<file path="src/rackbus_pkg.sv">
package rackbus_pkg;

    // full command word width on the rack bus
    localparam int WORD_BITS = 32;

    // field widths
    localparam int RUNCMD_BITS = 2;
    localparam int MODE1TYPE_BITS = 2;
    localparam int MODE1_BITS = 8;
    localparam int TRIG_BITS = 15;

    // run command that carries nothing
    localparam logic [RUNCMD_BITS-1:0] RUNCMD_NOOP = 2'd0;

    // mode1 type codes
    // special type with noop data means the mode1 field is empty
    localparam logic [MODE1TYPE_BITS-1:0] MODE1_SPECIAL = 2'd3;
    localparam logic [MODE1TYPE_BITS-1:0] MODE1_FWU = 2'd2;
    localparam logic [MODE1_BITS-1:0] MODE1_NOOP = 8'h00;

    // frame timing
    localparam int FRAME_PHASES = 8;
    localparam int PHASE_BITS = $clog2(FRAME_PHASES);
    // registered compares, so the strobes land one phase later
    localparam logic [PHASE_BITS-1:0] PRECAPTURE_PHASE = 3'd5;
    localparam logic [PHASE_BITS-1:0] CAPTURE_PHASE = 3'd6;
    // phase loaded by a sync pulse
    localparam logic [PHASE_BITS-1:0] SYNC_PHASE = 3'd1;

    // field view of a command word, top bit first
    typedef struct packed {
        logic                      ignore;
        logic                      pps;
        logic [RUNCMD_BITS-1:0]    runcmd;
        logic [MODE1TYPE_BITS-1:0] mode1type;
        logic [MODE1_BITS-1:0]     mode1data;
        // always zero
        logic [1:0]                reserved;
        logic                      trig_valid;
        logic [TRIG_BITS-1:0]      trig;
    } rackbus_fields_t;

    // raw view on the bus and serializer, field view in the splice
    typedef union packed {
        logic [WORD_BITS-1:0] raw;
        rackbus_fields_t      f;
    } rackbus_word_u;

endpackage

</file>
<file path="src/splice_hold_if.sv">
`timescale 1ns/1ns

interface splice_hold_if;
    import rackbus_pkg::*;

    // held local mode1 / firmware byte and its type
    logic [MODE1_BITS-1:0]     hold_mode1data;
    logic [MODE1TYPE_BITS-1:0] hold_mode1type;
    // held local run command
    logic [RUNCMD_BITS-1:0]    hold_runcmd;
    // which local source sits in the holding registers
    logic                      holding_mode1;
    logic                      holding_fwu;
    logic                      holding_runcmd;
    // live pps or pps latched since last capture
    logic                      pps_local;

    // upstream field status, fed back for the ready pulses
    logic                      turf_mode1_invalid;
    logic                      turf_runcmd_invalid;
    logic                      turf_trig_valid;

    modport holding (
        output hold_mode1data, hold_mode1type, hold_runcmd,
        output holding_mode1, holding_fwu, holding_runcmd, pps_local,
        input  turf_mode1_invalid, turf_runcmd_invalid, turf_trig_valid
    );

    modport splice (
        input  hold_mode1data, hold_mode1type, hold_runcmd,
        input  holding_mode1, holding_fwu, holding_runcmd, pps_local,
        output turf_mode1_invalid, turf_runcmd_invalid, turf_trig_valid
    );

endinterface

</file>
<file path="src/cmd_phase_gen.sv">
`timescale 1ns/1ns

module cmd_phase_gen (
    input  logic sysclk_i,
    input  logic rst_i,
    input  logic sync_i,
    output logic precapture_o,
    output logic capture_o
);
    import rackbus_pkg::*;

    logic [PHASE_BITS-1:0] phase_q;
    logic                  precapture_q;
    logic                  capture_q;

    // frame phase counter
    // sync puts the next cycle at phase 1
    // free runs modulo FRAME_PHASES when no sync comes
    always_ff @(posedge sysclk_i) begin
        if (rst_i) begin
            phase_q <= '0;
        end else if (sync_i) begin
            phase_q <= SYNC_PHASE;
        end else if (phase_q == PHASE_BITS'(FRAME_PHASES - 1)) begin
            phase_q <= '0;
        end else begin
            phase_q <= phase_q + 1'b1;
        end
    end

    // strobes are registered compares
    // precapture high during phase 6, capture high during phase 7
    always_ff @(posedge sysclk_i) begin
        if (rst_i) begin
            precapture_q <= 1'b0;
            capture_q <= 1'b0;
        end else begin
            precapture_q <= (phase_q == PRECAPTURE_PHASE);
            capture_q <= (phase_q == CAPTURE_PHASE);
        end
    end

    assign precapture_o = precapture_q;
    assign capture_o = capture_q;

endmodule

</file>
<file path="src/tfio_holding.sv">
`timescale 1ns/1ns

module tfio_holding (
    input  logic                                    sysclk_i,
    input  logic                                    rst_i,
    input  logic                                    precapture_i,
    input  logic                                    capture_i,
    input  logic                                    mode1_tvalid_i,
    input  logic [rackbus_pkg::MODE1_BITS-1:0]      mode1_tdata_i,
    input  logic [rackbus_pkg::MODE1TYPE_BITS-1:0]  mode1_tuser_i,
    input  logic                                    fw_tvalid_i,
    input  logic [rackbus_pkg::MODE1_BITS-1:0]      fw_tdata_i,
    input  logic                                    runcmd_tvalid_i,
    input  logic [rackbus_pkg::RUNCMD_BITS-1:0]     runcmd_tdata_i,
    input  logic                                    trig_tvalid_i,
    input  logic                                    tfio_pps_i,
    output logic                                    mode1_tready_o,
    output logic                                    fw_tready_o,
    output logic                                    runcmd_tready_o,
    output logic                                    trig_tready_o,
    splice_hold_if.holding                          hold
);
    import rackbus_pkg::*;

    // holding registers, reloaded every precapture
    logic [MODE1_BITS-1:0]     mode1data_q;
    logic [MODE1TYPE_BITS-1:0] mode1type_q;
    logic [RUNCMD_BITS-1:0]    runcmd_q;

    // which source got sampled
    logic holding_mode1_q;
    logic holding_fwu_q;
    logic holding_runcmd_q;

    // pps seen since the last capture
    logic pps_seen_q;

    // ready pulses, one cycle each
    logic mode1_ack_q;
    logic fw_ack_q;
    logic runcmd_ack_q;
    logic trig_ack_q;

    // sample local data one cycle before the word is taken
    // mode1 stream beats firmware, which beats noop
    // an unused firmware byte is simply resampled next frame
    always_ff @(posedge sysclk_i) begin
        if (precapture_i) begin
            if (mode1_tvalid_i) begin
                mode1data_q <= mode1_tdata_i;
                mode1type_q <= mode1_tuser_i;
            end else if (fw_tvalid_i) begin
                mode1data_q <= fw_tdata_i;
                mode1type_q <= MODE1_FWU;
            end else begin
                mode1data_q <= MODE1_NOOP;
                mode1type_q <= MODE1_SPECIAL;
            end

            if (runcmd_tvalid_i) begin
                runcmd_q <= runcmd_tdata_i;
            end else begin
                runcmd_q <= RUNCMD_NOOP;
            end
        end
    end

    // holding flags, pps latch and ready pulses
    always_ff @(posedge sysclk_i) begin
        if (rst_i) begin
            holding_mode1_q <= 1'b0;
            holding_fwu_q <= 1'b0;
            holding_runcmd_q <= 1'b0;
            pps_seen_q <= 1'b0;
            mode1_ack_q <= 1'b0;
            fw_ack_q <= 1'b0;
            runcmd_ack_q <= 1'b0;
            trig_ack_q <= 1'b0;
        end else begin
            if (precapture_i) begin
                holding_mode1_q <= mode1_tvalid_i;
                holding_fwu_q <= fw_tvalid_i && !mode1_tvalid_i;
                holding_runcmd_q <= runcmd_tvalid_i;
            end

            // latch pps until the word carrying it is taken
            if (capture_i) begin
                pps_seen_q <= 1'b0;
            end else if (tfio_pps_i) begin
                pps_seen_q <= 1'b1;
            end

            // ready only when the held data really went into the word
            mode1_ack_q <= capture_i && holding_mode1_q && hold.turf_mode1_invalid;
            fw_ack_q <= capture_i && holding_fwu_q && hold.turf_mode1_invalid;
            runcmd_ack_q <= capture_i && holding_runcmd_q && hold.turf_runcmd_invalid;
            // local trigger only used when upstream has none
            trig_ack_q <= capture_i && trig_tvalid_i && !hold.turf_trig_valid;
        end
    end

    assign hold.hold_mode1data = mode1data_q;
    assign hold.hold_mode1type = mode1type_q;
    assign hold.hold_runcmd = runcmd_q;
    assign hold.holding_mode1 = holding_mode1_q;
    assign hold.holding_fwu = holding_fwu_q;
    assign hold.holding_runcmd = holding_runcmd_q;
    // live pulse counts too, so pps in the capture cycle is not lost
    assign hold.pps_local = tfio_pps_i || pps_seen_q;

    assign mode1_tready_o = mode1_ack_q;
    assign fw_tready_o = fw_ack_q;
    assign runcmd_tready_o = runcmd_ack_q;
    assign trig_tready_o = trig_ack_q;

endmodule

</file>
<file path="src/cmd_splice.sv">
`timescale 1ns/1ns

module cmd_splice (
    input  rackbus_pkg::rackbus_word_u            command_i,
    input  logic                                  command_locked_i,
    input  logic                                  use_tfio_pps_i,
    input  logic                                  trig_tvalid_i,
    input  logic [rackbus_pkg::TRIG_BITS-1:0]     trig_tdata_i,
    output rackbus_pkg::rackbus_word_u            spliced_o,
    splice_hold_if.splice                         hold
);
    import rackbus_pkg::*;

    logic                      turf_mode1_invalid;
    logic                      turf_runcmd_invalid;
    logic                      turf_trig_valid;
    logic                      turf_pps;
    logic                      pps;
    logic                      tfio_has_data;
    logic                      total_ignore;
    logic [MODE1_BITS-1:0]     mode1data;
    logic [MODE1TYPE_BITS-1:0] mode1type;
    logic [RUNCMD_BITS-1:0]    runcmd;
    logic [TRIG_BITS-1:0]      trig;
    logic                      trig_valid;

    // upstream mode1 field is empty when unlocked, ignored,
    // or when it holds the special/noop pair
    assign turf_mode1_invalid = !command_locked_i || command_i.f.ignore ||
                                ((command_i.f.mode1type == MODE1_SPECIAL) &&
                                 (command_i.f.mode1data == MODE1_NOOP));

    // same idea for the run command
    assign turf_runcmd_invalid = !command_locked_i || command_i.f.ignore ||
                                 (command_i.f.runcmd == RUNCMD_NOOP);

    // trigger bits stand alone, only the lock matters
    assign turf_trig_valid = command_locked_i && command_i.f.trig_valid;

    // holding registers always hold something sendable, noop at worst
    assign mode1data = turf_mode1_invalid ? hold.hold_mode1data : command_i.f.mode1data;
    assign mode1type = turf_mode1_invalid ? hold.hold_mode1type : command_i.f.mode1type;
    assign runcmd = turf_runcmd_invalid ? hold.hold_runcmd : command_i.f.runcmd;

    // local trigger is taken live
    assign trig = turf_trig_valid ? command_i.f.trig : trig_tdata_i;
    assign trig_valid = turf_trig_valid || trig_tvalid_i;

    // pps source select
    assign turf_pps = command_i.f.pps && command_locked_i && !command_i.f.ignore;
    assign pps = use_tfio_pps_i ? hold.pps_local : turf_pps;

    // any local data for the upper fields clears ignore
    assign tfio_has_data = hold.holding_mode1 || hold.holding_fwu || hold.holding_runcmd ||
                           (hold.pps_local && use_tfio_pps_i);

    // locked upstream with all zeros keeps ignore clear
    // nothing happens then anyway, fields are all noop
    assign total_ignore = (command_i.f.ignore || !command_locked_i) && !tfio_has_data;

    // assemble the spliced word by field
    always_comb begin
        spliced_o = '0;
        spliced_o.f.ignore = total_ignore;
        spliced_o.f.pps = pps;
        spliced_o.f.runcmd = runcmd;
        spliced_o.f.mode1type = mode1type;
        spliced_o.f.mode1data = mode1data;
        spliced_o.f.trig_valid = trig_valid;
        spliced_o.f.trig = trig;
    end

    // status back to the holding side for its ready pulses
    assign hold.turf_mode1_invalid = turf_mode1_invalid;
    assign hold.turf_runcmd_invalid = turf_runcmd_invalid;
    assign hold.turf_trig_valid = turf_trig_valid;

endmodule

</file>
<file path="src/cmd_serializer.sv">
`timescale 1ns/1ns

module cmd_serializer #(
    parameter int SER_BITS = 4
) (
    input  logic                       sysclk_i,
    input  logic                       rst_i,
    input  logic                       capture_i,
    input  rackbus_pkg::rackbus_word_u word_i,
    output logic [31:0]                cmd_word_o,
    output logic                       cmd_word_valid_o,
    output logic                       frame_o,
    output logic [SER_BITS-1:0]        rack_cmd_o
);
    import rackbus_pkg::*;

    // lanes per word, at most one frame long
    localparam int LANES = WORD_BITS / SER_BITS;
    localparam int CNT_BITS = 4;

    logic [WORD_BITS-1:0] word_q;
    logic [WORD_BITS-1:0] shift_q;
    logic [CNT_BITS-1:0]  lane_cnt_q;
    logic                 valid_q;
    logic                 frame_q;

    // control: valid and frame pulse right after capture
    // lane_cnt_q counts the shifts still to do
    always_ff @(posedge sysclk_i) begin
        if (rst_i) begin
            valid_q <= 1'b0;
            frame_q <= 1'b0;
            lane_cnt_q <= '0;
        end else begin
            valid_q <= capture_i;
            frame_q <= capture_i;
            if (capture_i) begin
                lane_cnt_q <= CNT_BITS'(LANES - 1);
            end else if (lane_cnt_q != '0) begin
                lane_cnt_q <= lane_cnt_q - 1'b1;
            end
        end
    end

    // word register and shifter, msb lane leaves first
    always_ff @(posedge sysclk_i) begin
        if (capture_i) begin
            word_q <= word_i.raw;
            shift_q <= word_i.raw;
        end else if (lane_cnt_q != '0) begin
            shift_q <= shift_q << SER_BITS;
        end
    end

    assign cmd_word_o = word_q;
    assign cmd_word_valid_o = valid_q;
    assign frame_o = frame_q;
    assign rack_cmd_o = shift_q[WORD_BITS-1 -: SER_BITS];

endmodule

</file>
<file path="src/rack_cmd_top.sv">
`timescale 1ns/1ns

module rack_cmd_top #(
    parameter int SER_BITS = 4
) (
    input  logic                                   sysclk_i,
    input  logic                                   rst_i,
    input  logic                                   sync_i,
    // upstream controller
    input  logic [31:0]                            command_i,
    input  logic                                   command_locked_i,
    input  logic                                   use_tfio_pps_i,
    // local mode1 stream
    input  logic                                   mode1_tvalid_i,
    input  logic [rackbus_pkg::MODE1_BITS-1:0]     mode1_tdata_i,
    input  logic [rackbus_pkg::MODE1TYPE_BITS-1:0] mode1_tuser_i,
    output logic                                   mode1_tready_o,
    // local firmware update bytes
    input  logic                                   fw_tvalid_i,
    input  logic [rackbus_pkg::MODE1_BITS-1:0]     fw_tdata_i,
    output logic                                   fw_tready_o,
    // local run commands
    input  logic                                   runcmd_tvalid_i,
    input  logic [rackbus_pkg::RUNCMD_BITS-1:0]    runcmd_tdata_i,
    output logic                                   runcmd_tready_o,
    // local triggers
    input  logic                                   trig_tvalid_i,
    input  logic [rackbus_pkg::TRIG_BITS-1:0]      trig_tdata_i,
    output logic                                   trig_tready_o,
    input  logic                                   tfio_pps_i,
    // spliced word out
    output logic [31:0]                            cmd_word_o,
    output logic                                   cmd_word_valid_o,
    output logic                                   frame_o,
    output logic [SER_BITS-1:0]                    rack_cmd_o
);
    import rackbus_pkg::*;

    logic          precapture;
    logic          capture;
    rackbus_word_u command_w;
    rackbus_word_u spliced_w;

    splice_hold_if hold_if ();

    assign command_w.raw = command_i;

    cmd_phase_gen u_phase (
        .sysclk_i     (sysclk_i),
        .rst_i        (rst_i),
        .sync_i       (sync_i),
        .precapture_o (precapture),
        .capture_o    (capture)
    );

    tfio_holding u_holding (
        .sysclk_i        (sysclk_i),
        .rst_i           (rst_i),
        .precapture_i    (precapture),
        .capture_i       (capture),
        .mode1_tvalid_i  (mode1_tvalid_i),
        .mode1_tdata_i   (mode1_tdata_i),
        .mode1_tuser_i   (mode1_tuser_i),
        .fw_tvalid_i     (fw_tvalid_i),
        .fw_tdata_i      (fw_tdata_i),
        .runcmd_tvalid_i (runcmd_tvalid_i),
        .runcmd_tdata_i  (runcmd_tdata_i),
        .trig_tvalid_i   (trig_tvalid_i),
        .tfio_pps_i      (tfio_pps_i),
        .mode1_tready_o  (mode1_tready_o),
        .fw_tready_o     (fw_tready_o),
        .runcmd_tready_o (runcmd_tready_o),
        .trig_tready_o   (trig_tready_o),
        .hold            (hold_if)
    );

    cmd_splice u_splice (
        .command_i        (command_w),
        .command_locked_i (command_locked_i),
        .use_tfio_pps_i   (use_tfio_pps_i),
        .trig_tvalid_i    (trig_tvalid_i),
        .trig_tdata_i     (trig_tdata_i),
        .spliced_o        (spliced_w),
        .hold             (hold_if)
    );

    cmd_serializer #(
        .SER_BITS (SER_BITS)
    ) u_ser (
        .sysclk_i         (sysclk_i),
        .rst_i            (rst_i),
        .capture_i        (capture),
        .word_i           (spliced_w),
        .cmd_word_o       (cmd_word_o),
        .cmd_word_valid_o (cmd_word_valid_o),
        .frame_o          (frame_o),
        .rack_cmd_o       (rack_cmd_o)
    );

endmodule

</file>
<file path="config.mk">
export PLATFORM = sky130hd
export DESIGN_NAME = rack_cmd_top
export DESIGN_NICKNAME = d
export VERILOG_FILES = /design/src/rackbus_pkg.sv /design/src/splice_hold_if.sv /design/src/cmd_phase_gen.sv /design/src/tfio_holding.sv /design/src/cmd_splice.sv /design/src/cmd_serializer.sv /design/src/rack_cmd_top.sv
export SDC_FILE = /design/constraint.sdc
export NUM_CORES = 1
export LEC_CHECK = 0
export ABC_AREA = 1
export BUFFER_PORTS_ARGS = -buffer_cell sky130_fd_sc_hd__clkbuf_2
export CAP_MARGIN = 20
export CORE_ASPECT_RATIO = 0.9
export CORE_MARGIN = 4
export CORE_UTILIZATION = 52
export CTS_CLUSTER_DIAMETER = 200
export DETAILED_ROUTE_END_ITERATION = 8
export GPL_TIMING_DRIVEN = 0
export PLACE_DENSITY = 0.77
export SYNTH_ARGS = -nofsm -noshare
export SYNTH_HDL_FRONTEND = slang
export SYNTH_SLANG_ARGS = --single-unit
</file>
<file path="constraint.sdc">
create_clock -name sysclk_i -period 3.2 [get_ports sysclk_i]
set_input_delay 0.16 -clock sysclk_i [delete_from_list [all_inputs] [get_ports sysclk_i]]
set_output_delay 0.16 -clock sysclk_i [all_outputs]
set_load 0.05 [all_outputs]
</file>
==> metrics.md, run 1 <==
| Metric | Value |
|---|---|
| Worst Path Max Fanout | 21 |
| Largest cells by area after synthesis | edfxtp_1 (51%), dfxtp_1 (9.5%), nand3_1 (6.4%) |
| I/O pins | 119 |
| Detail Route Antenna Nets | 0 |
| Initial Util | 54.6% |
| TritonCTS clock tree | done |
| P_int | 2.60 mW |
| Sequential power share | 46.7% |
| Resize count post-CTS | 0 |
| Power per Cell Area | 719 nW/um2 |
| DR pass1 iterations | 5 |
| Final setup viols | 0 |
| Critical Path AT | 2.20 ns |
| WHS | 0.0520 ns |
| RSZ-0062 raised after global routing | false |
| Nets@finish | 629 |
| Gr ovfl total | 0 |
| Die H | 93.5 um |
| Commonest non-fill, non-tap cell in the layout | clkbuf_2 |
| Routed length per placed instance | 14.1 um |
| Vias in the first global route | 3101 |
| Clk pin slew, worst setup/hold paths | 0.09 ns |
| Pin count of the biggest net entering global routing | 32 |
| Pins Over Slew Limit | 0 |
| Dpl cells | 631 |
| Synth area leader | edfxtp_1 |
| Die Wd | 103 um |
| Net Switching | 1.13 mW |
| Post-Layout Cell Count | 648 |
| Fmax | 467 MHz |
| H-tree depth | 3 |
| Final Cell Area | 5190 um2 |
| Fill cells | 597 |
| Final WL | 9110 um |
| Run status | finished clean |
| Bufs on Longest Clock Path | 2 |
| TritonCTS sink count | 92 |
| Final HPWL DP | 6940 um |
| First-pass GRT wire length | 14300 um |
| Endpoints failing hold | 0 |
| Area of the mapped netlist | 4220 um2 |
| Core box area | 7730 um2 |
| Switch share | 30.3% |
| Crit path max-delay family | buffers and inverters |
| Routability cong. | 0.869 |
| Clock Tree Root | clkbuf_8 |
| Final clock skew | 0.0119 ns |
| Most frequent cells in the layout | clkbuf_2 (111), edfxtp_1 (72), inv_1 (63) |
| Cts bufs inserted | 9 |
| Post-synth EDFFs | 72 |
| CP max stage delay | 0.71 ns |
| Setup bufs post-CTS | 0 |
| Data required, critical path | 3.26 ns |
| Inserted Diodes | 0 |
| Tmin final | 2.14 ns |
| Library cells used by synthesis | 33 |
| Most used flip-flop cell after synthesis | edfxtp_1 |
| FFs w/ async S/R, synth | 0% |
| Clock power frac | 24.4% |
| Flops & latches, synth | 92 |
| All-Layer GR Usage | 19.3% |
| Die Area | 9630 um2 |
| DRC Markers | 0 |
| Mean Syn Cell Area | 10.0 um2 |
| CP endpoint kind | flip-flop |
| Slew headroom | 55.8% |
| Setup TNS | 0 ns |
| Slowest-stage cell, CP | dfxtp_1 |
| Max Cap Violations | 0 |
| Rows | 30 |
| Clock Latency Late Sink | 0.35 ns |
| Worst-margin pin slew | 0.662 ns |
| Comb power frac | 28.9% |
| CP cell instances | buf_16 > buf_2 > buf_1 > a31oi_1 |
| Area Overhead vs Synth | 22.9% |
| Hold Buf Count CTS | 0 |
| Vias/cell | 4.96 |
| DR iter-0 viols | 149 |
| Initial antenna violation count | 0 |
| Total Power | 3.73 mW |
| Max IR drop VDD | 0.000385 V |
| Leak Pwr | 2.45 nW |
| Buffers & Inverters on Critical Path | 3 |
| Setup slack after layout | 1.06 ns |
| Worst hold-check path type | primary input to flip-flop |
| Synth warn | 0 |
| CP Class | flip-flop to flip-flop |
| Final period utilization | 66.9% |
| Yosys top cell area share | 51.2% |
| Layout cell share with drive strength beyond 1 | 33.2% |
| Vias | 3215 |
| Pre-CTS worst setup slack | 0.628 ns |
| Sequential share of the synthesized area | 60.7% |
| Dpl cell area | 4930 um2 |
| Crit start category | flip-flop |
| IO buf count | 111 |
| Mapped Cells | 422 |
| Fin util | 67.2% |
==> cell type report <==
| class | instances | area (um2) | share of cell area [%] |
|---|---|---|---|
| clock inverter | 5 | 103 | 1.98 |
| timing repair buffer | 113 | 611 | 11.8 |
| tap | 96 | 120 | 2.31 |
| clock buffer | 11 | 131 | 2.53 |
| inverter | 67 | 251 | 4.84 |
| buffer | 26 | 191 | 3.69 |
| sequential | 92 | 2560 | 49.3 |
| multi-input combinational | 238 | 1220 | 23.5 |
==> cells in the mapped netlist, types with 2 or more instances <==
library cell	n
or2_1	4
and2_1	2
nor2_1	26
nand2_2	9
a31oi_1	3
nor2_2	2
o21ai_1	11
and2_4	7
a21oi_1	11
nor2_4	2
ha_1	5
or2_2	8
clkbuf_1	3
dfxtp_1	20
inv_1	63
buf_6	5
inv_2	4
o21ai_0	25
nand3_1	54
nand2_1	60
edfxtp_1	72
buf_4	10
buf_2	6
==> sequential cells by signal, summed over array words and instances, names as in the netlist, 2 cells and up <==
register,cells
u_ser.cmd_word_o,30
u_holding.hold.hold_runcmd,2
u_phase.phase_q,3
u_holding.hold.hold_mode1data,8
u_ser.shift_q,32
u_holding.hold.hold_mode1type,2
u_ser.lane_cnt_q,4
==> kinds of logic (layout without fill, tap and decap cells) <==
| logic type | after synthesis | after routing | share of synthesized area (%) |
|---|---|---|---|
| AO/OA/AOI/OAI | 54 | 54 | 7.02 |
| adder cells (fa/ha/maj) | 5 | 5 | 1.48 |
| buffers and inverters | 93 | 222 | 10.5 |
| flip-flops | 92 | 92 | 60.7 |
| other | 1 | 2 | 0.0888 |
| AND/OR/NAND/NOR | 177 | 177 | 20.3 |
==> worst paths after layout <==
kind | from | to | slack (ns) | cells after the start
setup / recovery | u_phase.capture_o | u_ser.shift_q[28] | 1.06 | 4
hold / removal | tfio_pps_i | u_holding.pps_seen_q | 0.05 | 3
setup reg to reg | u_phase.capture_o | u_ser.shift_q[28] | 1.06 | 4
hold reg to reg | u_phase.phase_q[2] | u_phase.precapture_o | 0.46 | 2
==> metal layers <==
layer	share of wire, %	GRT usage [%]	vias up
met3	6.7	4.55	15
li1	-	-	1629
met5	0	0	-
met4	2.0	6.26	0
met2	51	32.0	109
met1	40	24.9	1462
==> power by group through the flow <==
stage	clock network, mW	logic (mW)	registers [mW]
global placement	0	0.963	1.77
finish	0.909	1.08	1.74
floorplan	0	0.763	1.75
global route	0.970	1.19	1.76
CTS	0.922	1.01	1.76
detailed placement	0	1.00	1.78
==> worst min-delay path, stage by stage <==
cell	delay [ns]
clkbuf_2	0.08
inv_1	0.06
a21oi_1	0.06
Note: power is estimated with default switching activity, not from simulation.
==> run 2: changes to the inputs <==
--- a/config.mk
+++ b/config.mk
@@ -5,16 +5,16 @@
 export SDC_FILE = /design/constraint.sdc
 export NUM_CORES = 1
 export LEC_CHECK = 0
-export ABC_AREA = 1
+export ABC_AREA = 0
 export BUFFER_PORTS_ARGS = -buffer_cell sky130_fd_sc_hd__clkbuf_2
 export CAP_MARGIN = 20
 export CORE_ASPECT_RATIO = 0.9
 export CORE_MARGIN = 4
-export CORE_UTILIZATION = 52
+export CORE_UTILIZATION = 51
 export CTS_CLUSTER_DIAMETER = 200
 export DETAILED_ROUTE_END_ITERATION = 8
 export GPL_TIMING_DRIVEN = 0
-export PLACE_DENSITY = 0.77
+export PLACE_DENSITY = 0.76
 export SYNTH_ARGS = -nofsm -noshare
 export SYNTH_HDL_FRONTEND = slang
 export SYNTH_SLANG_ARGS = --single-unit
==> constraint.sdc (replaced) <==
create_clock -name sysclk_i -period 2.1 [get_ports sysclk_i]
set_input_delay 0.105 -clock sysclk_i [delete_from_list [all_inputs] [get_ports sysclk_i]]
set_output_delay 0.105 -clock sysclk_i [all_outputs]
set_load 0.05 [all_outputs]
==> metrics.md, run 2 <==
| Metric | Value |
|---|---|
| Run status | finished clean (unchanged) |
| Vias/cell | 5.44 (was 4.96) |
| Max reg flops | 32 (unchanged) |
| Inserted Diodes | 0 (unchanged) |
| Net Switching | 1.53 mW (was 1.13 mW) |
| Leak Pwr | 2.08 nW (was 2.45 nW) |
| Final HPWL DP | 6700 um (was 6940 um) |
| Worst-margin pin slew | 0.677 ns (was 0.662 ns) |
| P_int | 3.78 mW (was 2.60 mW) |
| CP endpoint kind | flip-flop (unchanged) |
| Gr ovfl total | 0 (unchanged) |
| Critical Path AT | 2.04 ns (was 2.20 ns) |
| Mean Syn Cell Area | 13.5 um2 (was 10.0 um2) |
| Most used flip-flop cell after synthesis | edfxtp_1 (unchanged) |
| Vias | 2866 (was 3215) |
| DRC Markers | 0 (unchanged) |
| Crit start category | flip-flop (unchanged) |
| Mapped Cells | 298 (was 422) |
| Core box area | 7620 um2 (was 7730 um2) |
| Synth Area in Compound Gates | 12.7% (was 7.02%) |
| Endpoints failing hold | 0 (unchanged) |
| Grt peak-use layer | met2 (unchanged) |
| TritonCTS sink count | 92 (unchanged) |
| Clk pin slew, worst setup/hold paths | 0.08 ns (was 0.09 ns) |
| Sequential power share | 49.0% (was 46.7%) |
| Commonest non-fill, non-tap cell in the layout | clkbuf_2 (unchanged) |
| Area of the mapped netlist | 4030 um2 (was 4220 um2) |
| Largest cells by area after synthesis | edfxtp_1 (54%), dfxtp_1 (9.9%), a22o_1 (6.5%) (was edfxtp_1 (51%), dfxtp_1 (9.5%), nand3_1 (6.4%)) |
| Setup TNS | 0 ns (unchanged) |
| Slew headroom | 54.8% (was 55.8%) |
| Worst hold-check path type | primary input to flip-flop (unchanged) |
| Mux share of post-synthesis cell area | 6.34% (was 0%) |
| Area share of and/or/nand/nor cells after synthesis | 11.2% (was 20.3%) |
| Comb power frac | 26.2% (was 28.9%) |
| Sequential share of the synthesized area | 63.6% (was 60.7%) |
| Most frequent cells in the layout | clkbuf_2 (114), edfxtp_1 (72), a22o_1 (30) (was clkbuf_2 (111), edfxtp_1 (72), inv_1 (63)) |
| Register area | 2570 um2 (was 2560 um2) |
| Area Overhead vs Synth | 24.9% (was 22.9%) |
| Fill cells | 605 (was 597) |
| All-Layer GR Usage | 19.6% (was 19.3%) |
| Initial antenna violation count | 0 (unchanged) |
| Detail Route Antenna Nets | 0 (unchanged) |
| Die Area | 9380 um2 (was 9630 um2) |
| Layout cell share with drive strength beyond 1 | 39.2% (was 33.2%) |
| DR iter-0 viols | 230 (was 149) |
| Final period utilization | 93.2% (was 66.9%) |
| Flops & latches, synth | 92 (unchanged) |
| FFs w/ async S/R, synth | 0% (unchanged) |
| Routability cong. | 0.904 (was 0.869) |
| Library cells used by synthesis | 46 (was 33) |
| Routed length per placed instance | 16.9 um (was 14.1 um) |
| Multi-input logic area | 1330 um2 (was 1220 um2) |
| Power per Cell Area | 1050 nW/um2 (was 719 nW/um2) |
| GR Layer Usage met1 | 26.9% (was 24.9%) |
| Clock Latency Late Sink | 0.35 ns (about the same) |
| Data required, critical path | 2.18 ns (was 3.26 ns) |
| Largest family of logic cells by synthesized area | compound AO/OA/AOI/OAI gates (was simple AND/OR/NAND/NOR gates) |
| Met3 GRT Util | 4.74% (was 4.55%) |
| Synth Area in Adders | 1.55% (was 1.48%) |
| Rows | 30 (unchanged) |
| Switch share | 28.8% (was 30.3%) |
| H-tree depth | 3 (unchanged) |
| TritonCTS clock tree | done (unchanged) |
| CP Class | flip-flop to flip-flop (unchanged) |
| Pin count of the biggest net entering global routing | 41 (was 32) |
| Final clock skew | 0.0105 ns (was 0.0119 ns) |
| IO buf count | 114 (was 111) |
| RSZ-0062 raised after global routing | false (unchanged) |
| Synth area leader | edfxtp_1 (unchanged) |
| Final setup viols | 0 (unchanged) |
| I/O pins | 119 (unchanged) |
| Reg2reg setup slack | 0.14 ns (was 1.06 ns) |
| Tmin final | 1.96 ns (was 2.14 ns) |
| Clock Tree Root | clkbuf_8 (unchanged) |
| First-pass GRT wire length | 14100 um (was 14300 um) |
| Bufs on Longest Clock Path | 2 (unchanged) |
| Max Cap Violations | 0 (unchanged) |
| GR Layer Usage met2 | 31.0% (was 32.0%) |
| Post-synth EDFFs | 72 (unchanged) |
| Die H | 92.3 um (was 93.5 um) |
| Fmax | 511 MHz (was 467 MHz) |
| Fin util | 66.0% (was 67.2%) |
| DR pass1 iterations | 4 (was 5) |
| Pins Over Slew Limit | 0 (unchanged) |
| Worst Path Max Fanout | 10 (was 21) |
| Vias in the first global route | 2798 (was 3101) |
| Die Wd | 102 um (was 103 um) |
| Cts bufs inserted | 9 (unchanged) |
| Most flops, register | u_ser.shift_q (unchanged) |
| Final WL | 8930 um (was 9110 um) |
| Synth warn | 0 (unchanged) |
| Max IR drop VDD | 0.000575 V (was 0.000385 V) |
| Synth top cells by count | edfxtp_1 (72), a22o_1 (30), dfxtp_1 (20), mux2_2 (19), nand2_1 (18) (was edfxtp_1 (72), inv_1 (63), nand2_1 (60), nand3_1 (54), nor2_1 (26)) |
| Xor and xnor area share after synthesis | 0.435% (was 0%) |
| Initial Util | 52.8% (was 54.6%) |
| Yosys top cell area share | 53.7% (was 51.2%) |
| Top-count cell post-synth | edfxtp_1 (unchanged) |
| Clock power frac | 24.8% (was 24.4%) |
| Nets@finish | 508 (was 629) |
[run 2: cell types whose count changed after synthesis, sizes merged, moves of 6 or more]
cell,before,now
mux2,0,20
inv,67,8
a22o,1,30
a32oi,0,6
nand3,55,0
or2,12,0
nand2,69,18
o21ai,36,10
clkbuf,3,13
nor2,30,9
buf,23,12
nor2b,0,13
[run 2: final timing paths]
| path | from | to | depth (start not counted) |
|---|---|---|---|
| max | u_ser.lane_cnt_q[0] | u_ser.shift_q[19] | 6 |
| min | runcmd_tvalid_i | u_holding.hold.holding_runcmd | 3 |
| max reg2reg | u_ser.lane_cnt_q[0] | u_ser.shift_q[19] | 6 |
| min reg2reg | u_ser.shift_q[16] | u_ser.shift_q[16] | 2 |
[run 2: area by class of cell]
cell class / count / share of cell area (%)
Multi-Input combinational cell: 174 / 26.5
Clock buffer: 11 / 2.81
Buffer: 23 / 2.51
Sequential cell: 92 / 51.0
Clock inverter: 5 / 1.69
Inverter: 8 / 0.597
Timing Repair Buffer: 118 / 12.5
Tap cell: 96 / 2.39
[run 2: critical path, stage by stage (launching register included)]
cell and delay (ns):
dfxtp_1 0.32, inv_1 0.10, ha_2 0.21, or3b_2 0.53, buf_4 0.21, a32oi_1 0.19, o21ai_0 0.14
[run 2: layer usage]
metal / part of all wire [%] / vias to the layer above
li1: - / 1382
met1: 44 / 1359
met2: 48 / 112
met3: 6.7 / 13
met4: 1.6 / 0
met5: 0 / -
[run 2: cells by family after synthesis]
family	after synthesis
AND/OR/NAND/NOR	78
flip-flops	92
XOR/XNOR	2
multiplexers	23
other	1
AO/OA/AOI/OAI	64
buffers and inverters	33
adder cells (fa/ha/maj)	5
[run 2: through the flow]
step / hold WS, ns / cell area (um2) / cells / worst slack [ns] / power, mW
6_report: 0.0184 / 5030 / 527 / 0.142 / 5.30
5_1_grt: 0.0373 / 5030 / 527 / 0.0267 / 5.59
4_1_cts: 0.00789 / 5000 / 527 / 0.0226 / 5.34
3_5_place_dp: 0.312 / 4720 / 509 / -0.664 / 3.98
3_3_place_gp: 0.304 / 4720 / 509 / -0.550 / 3.92
2_1_floorplan: 0.182 / 4030 / 299 / 0.0340 / 3.60
[run 2: timing repair]
action,in CTS,in global routing
hold buffers,3,0
gates resized for setup,6,2
setup endpoints to repair,65,8
buffers inserted,0,1
hold endpoints to repair,4,0
[run 2: power by group through the flow]
stage / sequential [mW] / clock [mW] / combinational, mW
final: 2.60 / 1.32 / 1.39
after global routing: 2.62 / 1.43 / 1.54
after CTS: 2.60 / 1.34 / 1.40
after detailed placement: 2.65 / 0 / 1.33
after global placement: 2.62 / 0 / 1.29
after floorplan: 2.59 / 0 / 1.01
